===== src/common/risk_fsm_pkg.sv =====
// ================================================
// risk_fsm_pkg
// state encodings for the order and cancel FSMs
// ================================================
`default_nettype none

package risk_fsm_pkg;

  typedef enum logic [1:0] {
    ord_idle,   // waiting for cpu_go
    ord_read,   // store read in flight
    ord_decide  // risk check, write, pulse
  } order_state_t;

  typedef enum logic [1:0] {
    cxl_idle,   // waiting for exchange_go
    cxl_read,   // fetch cancelled total
    cxl_write   // write back total + amount
  } cancel_state_t;

endpackage

`default_nettype wire


===== src/common/risk_pkg.sv =====
// ================================================
// risk_pkg
// widths, client count and vector types shared by
// the order and cancel paths of the risk gate
// ================================================
`default_nettype none

package risk_pkg;

  localparam int num_clients    = 32;                  // trading clients served
  localparam int id_width       = $clog2(num_clients); // client index bits
  localparam int amt_width      = 32;                  // order / limit amount
  localparam int cancel_width   = 16;                  // exchange cancel qty
  localparam int total_width    = 32;                  // accumulated total and limit
  localparam int exposure_width = total_width + 1;     // one spare bit for the sum

  typedef logic [id_width-1:0]       client_id_t;  // client index
  typedef logic [amt_width-1:0]      order_amt_t;  // cpu order or new limit
  typedef logic [cancel_width-1:0]   cancel_amt_t; // cancel qty, cancelled total
  typedef logic [total_width-1:0]    total_t;      // stored limit or accumulated
  typedef logic [exposure_width-1:0] exposure_t;   // accum + amt, cannot overflow

endpackage

`default_nettype wire


===== src/common/risk_if.sv =====
// ================================================
// limit_if / cancel_if
// sequencer to RAM links for the limit store and
// the cancel store, registered one-cycle reads
// ================================================
`timescale 1ns/100ps
`default_nettype none

interface limit_if
  import risk_pkg::*;
  ();

  client_id_t rd_id;    // read address
  logic       wr_en;    // commit on this edge
  logic       wr_max;   // 1 = limit word, 0 = accumulated word
  client_id_t wr_id;    // write address
  total_t     wr_data;  // new word
  total_t     rd_accum; // accumulated total, one cycle after rd_id
  total_t     rd_max;   // limit, one cycle after rd_id

  modport ctrl  (output rd_id, wr_en, wr_max, wr_id, wr_data,
                 input  rd_accum, rd_max);
  modport store (input  rd_id, wr_en, wr_max, wr_id, wr_data,
                 output rd_accum, rd_max);

endinterface

interface cancel_if
  import risk_pkg::*;
  ();

  client_id_t  rd_id;    // read address
  logic        wr_en;    // commit on this edge
  client_id_t  wr_id;    // write address
  cancel_amt_t wr_total; // updated cancelled total
  cancel_amt_t rd_total; // cancelled total, one cycle after rd_id

  modport ctrl  (output rd_id, wr_en, wr_id, wr_total, input rd_total);
  modport store (input rd_id, wr_en, wr_id, wr_total, output rd_total);

endinterface

`default_nettype wire


===== src/downstream/cancel_ctrl.sv =====
// ================================================
// cancel_ctrl
// read-modify-write sequencer that adds exchange
// cancels to the client's cancelled total
// ================================================
`timescale 1ns/100ps
`default_nettype none

module cancel_ctrl
  import risk_pkg::*;
  import risk_fsm_pkg::*;
(
  input  logic        clk,
  input  logic        reset,
  input  logic        exchange_go,
  input  client_id_t  exchange_client_id,
  input  cancel_amt_t exchange_amount,
  cancel_if.ctrl      bus
);

  cancel_state_t state;
  client_id_t    id_q;  // captured client
  cancel_amt_t   amt_q; // captured cancel qty

  always_ff @(posedge clk)
  begin
    if (reset)
      state <= cxl_idle;
    else
      case (state)
        cxl_idle:  if (exchange_go) state <= cxl_read; // go ignored when busy
        cxl_read:  state <= cxl_write;
        cxl_write: state <= cxl_idle;
        default:   state <= cxl_idle;
      endcase
  end

  // request capture only in idle
  always_ff @(posedge clk)
  begin
    if (state == cxl_idle && exchange_go)
    begin
      id_q  <= exchange_client_id;
      amt_q <= exchange_amount;
    end
  end

  assign bus.rd_id    = id_q;                     // sampled at read edge
  assign bus.wr_id    = id_q;
  assign bus.wr_en    = (state == cxl_write);      // commit at write edge
  assign bus.wr_total = bus.rd_total + amt_q;     // wraps at 16 bits

endmodule

`default_nettype wire


===== src/downstream/cancel_store.sv =====
// ================================================
// cancel_store
// per-client cancelled totals, valid bits for a
// sweep-free reset, sequencer and cpu read ports
// ================================================
`timescale 1ns/100ps
`default_nettype none

module cancel_store
  import risk_pkg::*;
(
  input  logic        clk,
  input  logic        reset,
  input  client_id_t  cpu_client_id, // cpu side read address
  output cancel_amt_t cpu_cancelled, // cpu side read data
  cancel_if.store     bus
);

  cancel_amt_t            mem [num_clients]; // cancelled totals
  logic [num_clients-1:0] valid;             // entry written since reset

  // payload array, no clear needed
  always_ff @(posedge clk)
  begin
    if (bus.wr_en)
      mem[bus.wr_id] <= bus.wr_total;
  end

  // valid bits and both registered read ports
  always_ff @(posedge clk)
  begin
    if (reset)
    begin
      valid         <= '0;
      bus.rd_total  <= '0;
      cpu_cancelled <= '0;
    end
    else
    begin
      if (bus.wr_en)
        valid[bus.wr_id] <= 1'b1;                   // first write arms entry
      bus.rd_total  <= valid[bus.rd_id] ? mem[bus.rd_id] : '0; // old data on collision
      cpu_cancelled <= valid[cpu_client_id] ? mem[cpu_client_id] : '0;
    end
  end

endmodule

`default_nettype wire


===== src/source/risk_gateway.sv =====
// ================================================
// risk_gateway
// pre-trade risk gate top: order path with limit
// store, cancel path with cancel store
// ================================================
`timescale 1ns/100ps
`default_nettype none

module risk_gateway
(
  input  logic        clk,
  input  logic        reset,
  input  logic        cpu_go,
  input  logic        cpu_new_max,
  input  logic        exchange_go,
  input  logic [4:0]  cpu_client_id,
  input  logic [4:0]  exchange_client_id,
  input  logic [31:0] cpu_amount,
  input  logic [15:0] exchange_amount,
  output logic        order_sent,
  output logic        order_rejected,
  output logic [15:0] cancelled_orders,
  output logic [31:0] accumulated_orders
);

  limit_if     lim_bus ();  // order_ctrl <-> limit_store
  cancel_if    cxl_bus ();  // cancel_ctrl <-> cancel_store
  logic [15:0] cpu_cancelled; // cancelled total for the order's client

  // cpu read port follows the order sequencer's read address
  cancel_store u_cancel_store (
    .clk           (clk),
    .reset         (reset),
    .cpu_client_id (lim_bus.rd_id),
    .cpu_cancelled (cpu_cancelled),
    .bus           (cxl_bus.store)
  );

  cancel_ctrl u_cancel_ctrl (
    .clk                (clk),
    .reset              (reset),
    .exchange_go        (exchange_go),
    .exchange_client_id (exchange_client_id),
    .exchange_amount    (exchange_amount),
    .bus                (cxl_bus.ctrl)
  );

  limit_store u_limit_store (
    .clk   (clk),
    .reset (reset),
    .bus   (lim_bus.store)
  );

  order_ctrl u_order_ctrl (
    .clk            (clk),
    .reset          (reset),
    .cpu_go         (cpu_go),
    .cpu_new_max    (cpu_new_max),
    .cpu_client_id  (cpu_client_id),
    .cpu_amount     (cpu_amount),
    .cpu_cancelled  (cpu_cancelled),
    .order_sent     (order_sent),
    .order_rejected (order_rejected),
    .bus            (lim_bus.ctrl)
  );

  assign cancelled_orders   = cpu_cancelled;    // one cycle behind cpu_client_id
  assign accumulated_orders = lim_bus.rd_accum; // same read timing

endmodule

`default_nettype wire


===== src/upstream/limit_store.sv =====
// ================================================
// limit_store
// per-client limit and accumulated-total RAM with
// valid bits, one registered read of both words
// ================================================
`timescale 1ns/100ps
`default_nettype none

module limit_store
  import risk_pkg::*;
(
  input  logic    clk,
  input  logic    reset,
  limit_if.store  bus
);

  total_t                 max_mem   [num_clients]; // limit words
  total_t                 accum_mem [num_clients]; // accumulated words
  logic [num_clients-1:0] max_valid;               // limit set since reset
  logic [num_clients-1:0] accum_valid;             // accum written since reset

  // payload arrays, wr_max steers the write
  always_ff @(posedge clk)
  begin
    if (bus.wr_en)
    begin
      if (bus.wr_max)
        max_mem[bus.wr_id] <= bus.wr_data;
      else
        accum_mem[bus.wr_id] <= bus.wr_data;
    end
  end

  // valid tracking
  always_ff @(posedge clk)
  begin
    if (reset)
    begin
      max_valid   <= '0;
      accum_valid <= '0;
    end
    else if (bus.wr_en)
    begin
      if (bus.wr_max)
        max_valid[bus.wr_id] <= 1'b1;
      else
        accum_valid[bus.wr_id] <= 1'b1;
    end
  end

  // registered read, invalid entries read zero
  always_ff @(posedge clk)
  begin
    if (reset)
    begin
      bus.rd_max   <= '0;
      bus.rd_accum <= '0;
    end
    else
    begin
      bus.rd_max   <= max_valid[bus.rd_id]   ? max_mem[bus.rd_id]   : '0;
      bus.rd_accum <= accum_valid[bus.rd_id] ? accum_mem[bus.rd_id] : '0;
    end
  end

endmodule

`default_nettype wire


===== src/upstream/order_ctrl.sv =====
// ================================================
// order_ctrl
// cpu order / limit sequencer, exposure check
// against the stored limit, sent/rejected pulses
// ================================================
`timescale 1ns/100ps
`default_nettype none

module order_ctrl
  import risk_pkg::*;
  import risk_fsm_pkg::*;
(
  input  logic        clk,
  input  logic        reset,
  input  logic        cpu_go,
  input  logic        cpu_new_max,
  input  client_id_t  cpu_client_id,
  input  order_amt_t  cpu_amount,
  input  cancel_amt_t cpu_cancelled, // registered alongside rd_accum
  output logic        order_sent,
  output logic        order_rejected,
  limit_if.ctrl       bus
);

  order_state_t state;
  client_id_t   id_q;      // captured client
  order_amt_t   amount_q;  // captured amount or new limit
  logic         new_max_q; // limit update, no risk check
  exposure_t    gross;     // accum + amount
  exposure_t    exposure;  // gross - cancelled, floor at zero
  logic         pass;      // exposure within limit

  always_ff @(posedge clk)
  begin
    if (reset)
      state <= ord_idle;
    else
      case (state)
        ord_idle:   if (cpu_go) state <= ord_read; // busy drops further gos
        ord_read:   state <= ord_decide;
        ord_decide: state <= ord_idle;
        default:    state <= ord_idle;
      endcase
  end

  // request capture
  always_ff @(posedge clk)
  begin
    if (state == ord_idle && cpu_go)
    begin
      id_q      <= cpu_client_id;
      amount_q  <= cpu_amount;
      new_max_q <= cpu_new_max;
    end
  end

  // exposure check on the words read at edge 1
  always_comb
  begin
    gross = exposure_t'(bus.rd_accum) + exposure_t'(amount_q);
    if (gross > exposure_t'(cpu_cancelled))
      exposure = gross - exposure_t'(cpu_cancelled);
    else
      exposure = '0;                                // more cancelled than traded
    pass = (exposure <= exposure_t'(bus.rd_max));
  end

  // result pulses land on edge 2
  always_ff @(posedge clk)
  begin
    if (reset)
    begin
      order_sent     <= 1'b0;
      order_rejected <= 1'b0;
    end
    else
    begin
      order_sent     <= (state == ord_decide) && !new_max_q && pass;
      order_rejected <= (state == ord_decide) && !new_max_q && !pass;
    end
  end

  // idle tracks the cpu id so the top outputs follow it
  assign bus.rd_id   = (state == ord_idle) ? cpu_client_id : id_q;
  assign bus.wr_id   = id_q;
  assign bus.wr_max  = new_max_q;
  assign bus.wr_en   = (state == ord_decide) && (new_max_q || pass);
  assign bus.wr_data = new_max_q ? amount_q : bus.rd_accum + amount_q; // 32-bit accum

endmodule

`default_nettype wire

===== config.mk =====
export PLATFORM = sky130hd
export DESIGN_NAME = risk_gateway
export DESIGN_NICKNAME = d
export VERILOG_FILES = /design/src/common/risk_fsm_pkg.sv /design/src/common/risk_pkg.sv /design/src/common/risk_if.sv /design/src/downstream/cancel_ctrl.sv /design/src/downstream/cancel_store.sv /design/src/source/risk_gateway.sv /design/src/upstream/limit_store.sv /design/src/upstream/order_ctrl.sv
export SDC_FILE = /design/constraint.sdc
export NUM_CORES = 2
export LEC_CHECK = 0
export ABC_AREA = 1
export BUFFER_PORTS_ARGS = -buffer_cell sky130_fd_sc_hd__buf_2
export CAP_MARGIN = 5
export CORE_ASPECT_RATIO = 0.75
export CORE_UTILIZATION = 68
export DETAILED_ROUTE_END_ITERATION = 10
export PLACE_DENSITY_LB_ADDON = 0.15
export SYNTH_ARGS = -nofsm -noshare
export SYNTH_HDL_FRONTEND = slang
export SYNTH_SLANG_ARGS = --single-unit

===== constraint.sdc =====
create_clock -name clk -period 16.8 [get_ports clk]
set_input_delay 3.36 -clock clk [delete_from_list [all_inputs] [get_ports clk]]
set_output_delay 3.36 -clock clk [all_outputs]
set_load 0.01 [all_outputs]

==> run summary <==
Die height = 363 um
I/O pins = 113
Synth cell types = 59
Layout cells sized above 1 = 10.5%
CTS sink cnt = 2817
Simple-Gate Fraction of Synth Area = 11.4%
Num CTS Buffers = 277
Die width = 483 um
Largest net degree at the start of global routing = 168
Max-capacitance violation count = 2
Cts-stage hold buffer count = 0
Final setup TNS = 0 ns
Vias per inst = 7.30
Mux cell area share after synthesis = 0%
Fin crit share = 52.1%
Hold EP = u_limit_store.accum_valid[3]
HP Class = reg2reg
Flops & latches, synth = 2817
CTS resizes = 0
Reg clk slew, reported paths = 0.06 ns
Via count = 88100
Xor-xnor portion of the synthesized cell area = 0.401%
Drc violations = 0
WL final = 394 mm
Nets = 9739
Type of destination of the critical path = register
Syn Inst Count = 9668
Hold path depth = 2
# Post-CTS Setup Buffers = 0
Reg2Reg Depth = 35
CP Max Fanout = 98
Pwr dens = 128 nW/um^2
Initial antenna violation count = 27
Initial core utilization = 68.9%
DP Wirelength = 225 mm
Synth Area in Adders = 1.06%
EDFF count, synth = 2619
Clock Tree Root = clkbuf_16
DRT iter0 DRCs = 18000
CTS tree = done
Die ar. = 175000 um^2
Synth Area in Compound Gates = 13.4%
R2r setup slk = 8.77 ns
First-pass GRT wire length = 555 mm
Top post-synthesis cells by area = edfxtp_1 67%, o21ai_0 5.6%, nor2_1 5.2%
Leak = 0.0433 uW
Clock Latency Late Sink = 0.93 ns
Yosys warning count = 0
Row count = 131
Final setup fails = 0
Crit path arrival time = 9.61 ns
Avg Cell Area, Syn = 12.2 um^2
Largest family of logic cells by synthesized area = compound AO/OA/AOI/OAI gates
Critical Path Start Type = input pin
Total global routing overflow = 0
Final worst slack = 8.04 ns
Vias in the first global route = 81000
Post-Syn Area = 118000 um^2
Gr usage total = 44.4%
Routability Congestion = 0.996
Setup Skew = 0.0623 ns
Peak VDD IR = 0.124 mV
DP Worst Slack = 7.48 ns
Failing checks = max-capacitance violations, max-slew violations
Run status = complete, but fails checks
Critical path class = in2reg
R2R Path End = u_limit_store.accum_mem[30][14]
Port buffer count = 112
Synth area leader = edfxtp_1
Clk buf depth = 4
Hold path startpoint = u_limit_store.accum_valid[3]
Relative slew margins = -30.9%
Worst-margin pin slew = 1.95 ns
Initial DRT Pass Iterations = 10
Hold Violations, Final = 0
Syn Nets = 9829
Main synth FF type = edfxtp_1
Min Tclk post-route = 8.76 ns
Reg2reg start = u_limit_store.bus.rd_accum[0]
Share of the synthesized area in the top cell type = 66.7%
DR WL/cell = 32.6 um
CP Data Required Time = 17.66 ns
Final Max Tran Viols = 15
Antenna viol nets, final = 0
Sequential area share after synthesis = 70.0%
Area Growth Syn to Fin = 10.2%
RSZ-0062 raised after global routing = false
Core footprint = 171000 um^2
FMAX = 114 MHz
Ys async rst share = 0%
CTS H-tree lvls = 5
synth_stat cells (27+ instances only):
master    count
ha_1         95
nor2_2       27
nor3_1       69
nand4_2      27
a31oi_1      49
inv_1       352
a21oi_2      28
nor2_1     1627
a311oi_1     48
o22ai_1      96
buf_2       151
nand4_1      33
edfxtp_1   2619
a21oi_1      96
o21ai_0    1317
dfxtp_1     198
xor2_1       45
and3_1       49
o211ai_1    134
nand3_1     559
o221ai_1    533
clkbuf_1    484
nand2_1     671
a22oi_1     136
cell type report:
cell class,instances,area [um^2]
timing repair buffer,324,2280
tap,2261,2830
clock buffer,362,7660
inverter,375,1440
sequential,2817,82600
fill,10500,41200
clock inverter,122,1220
multi-input combinational,5783,31800
antenna,26,65.1
placed cells by master (no fill, tap or decap), types with 45 or more instances in the layout:
cell type  count
o22ai_1       96
inv_1        317
a22oi_1      136
dfxtp_1      198
nor2_1      1583
nand2_1      656
edfxtp_1    2619
a31oi_1       48
clkinv_2      45
nand3_1      559
clkinv_1      50
clkbuf_16    288
clkbuf_1      56
o21ai_0     1298
buf_4        203
a311oi_1      45
ha_1          95
nor2_2        57
a21oi_1       96
and3_1        49
o211ai_1     134
o221ai_1     533
buf_2        111
power by group:
part / switching [uW] / internal, uW
clock network: 2630 / 3580
registers: 84.6 / 7910
logic: 1870 / 569
metal layers:
layer	GRT usage, %	wire (um)
met3	20.9	77000
met4	18.7	19400
met2	57.6	156000
met1	63.9	141000
met5	1.22	441
worst max-delay path, cell delays in order:
cell and delay (ns):
buf_2 0.12, o21ai_4 0.22, buf_4 0.78, buf_4 0.79, buf_4 0.74, buf_4 0.73
buf_4 0.76, buf_4 0.84, o21ai_0 0.19, o221ai_1 0.31, o211ai_1 0.23, nand3_1 0.14
nand2_1 0.07, nor2_1 0.11
worst max-delay path by stage:
| stage | start | endpoint | slack, ns |
|---|---|---|---|
| final | cpu_client_id[0] | u_limit_store.bus.rd_accum[11] | 8.04 |
| after global routing | cpu_client_id[0] | u_limit_store.bus.rd_accum[10] | 7.92 |
| after detailed placement | cpu_client_id[0] | u_limit_store.bus.rd_accum[11] | 7.48 |
| after global placement | cpu_client_id[0] | u_limit_store.bus.rd_accum[10] | 7.67 |
| after CTS | cpu_client_id[0] | u_limit_store.bus.rd_accum[11] | 8.40 |
| after floorplan | u_order_ctrl.amount_q[0] | u_limit_store.accum_mem[3][0] | 10.94 |
logic make-up after synthesis:
group,count (synthesis)
AOI/OAI and AO/OA,2495
xor gates and xnor gates,54
adders and majority gates,98
buffers and inverters,1068
DFF,2817
and+or+nand+nor,3136
registers in the layout, indices dropped and copies added (netlist names):
register                      flops
u_limit_store.accum_mem        1024
u_limit_store.max_mem          1024
u_cancel_store.mem              512
u_cancel_store.valid             32
u_limit_store.accum_valid        32
u_limit_store.bus.rd_accum       32
u_limit_store.bus.rd_max         32
u_limit_store.max_valid          32
u_order_ctrl.amount_q            32
u_cancel_ctrl.amt_q              16
u_cancel_store.bus.rd_total      16
u_cancel_store.cpu_cancelled     16
u_cancel_ctrl.bus.rd_id           5
u_order_ctrl.bus.wr_id            5
u_cancel_ctrl.state               2
u_order_ctrl.state                2
u_order_ctrl.bus.wr_max           1
u_order_ctrl.order_rejected       1
u_order_ctrl.order_sent           1
stage by stage:
stage	util, %	instance area (um^2)	std cells	power (uW)	hold WS [ns]
after detailed placement	70.7	121000	11600	10400	0.451
after floorplan	-	118000	9668	9520	0.421
after CTS	75.9	130000	12000	16500	0.460
final	75.9	130000	12100	16600	0.458
after global placement	70.7	121000	11600	10400	0.448
after global routing	75.9	130000	12100	17000	0.477
Power figures use the tool's default switching activity.
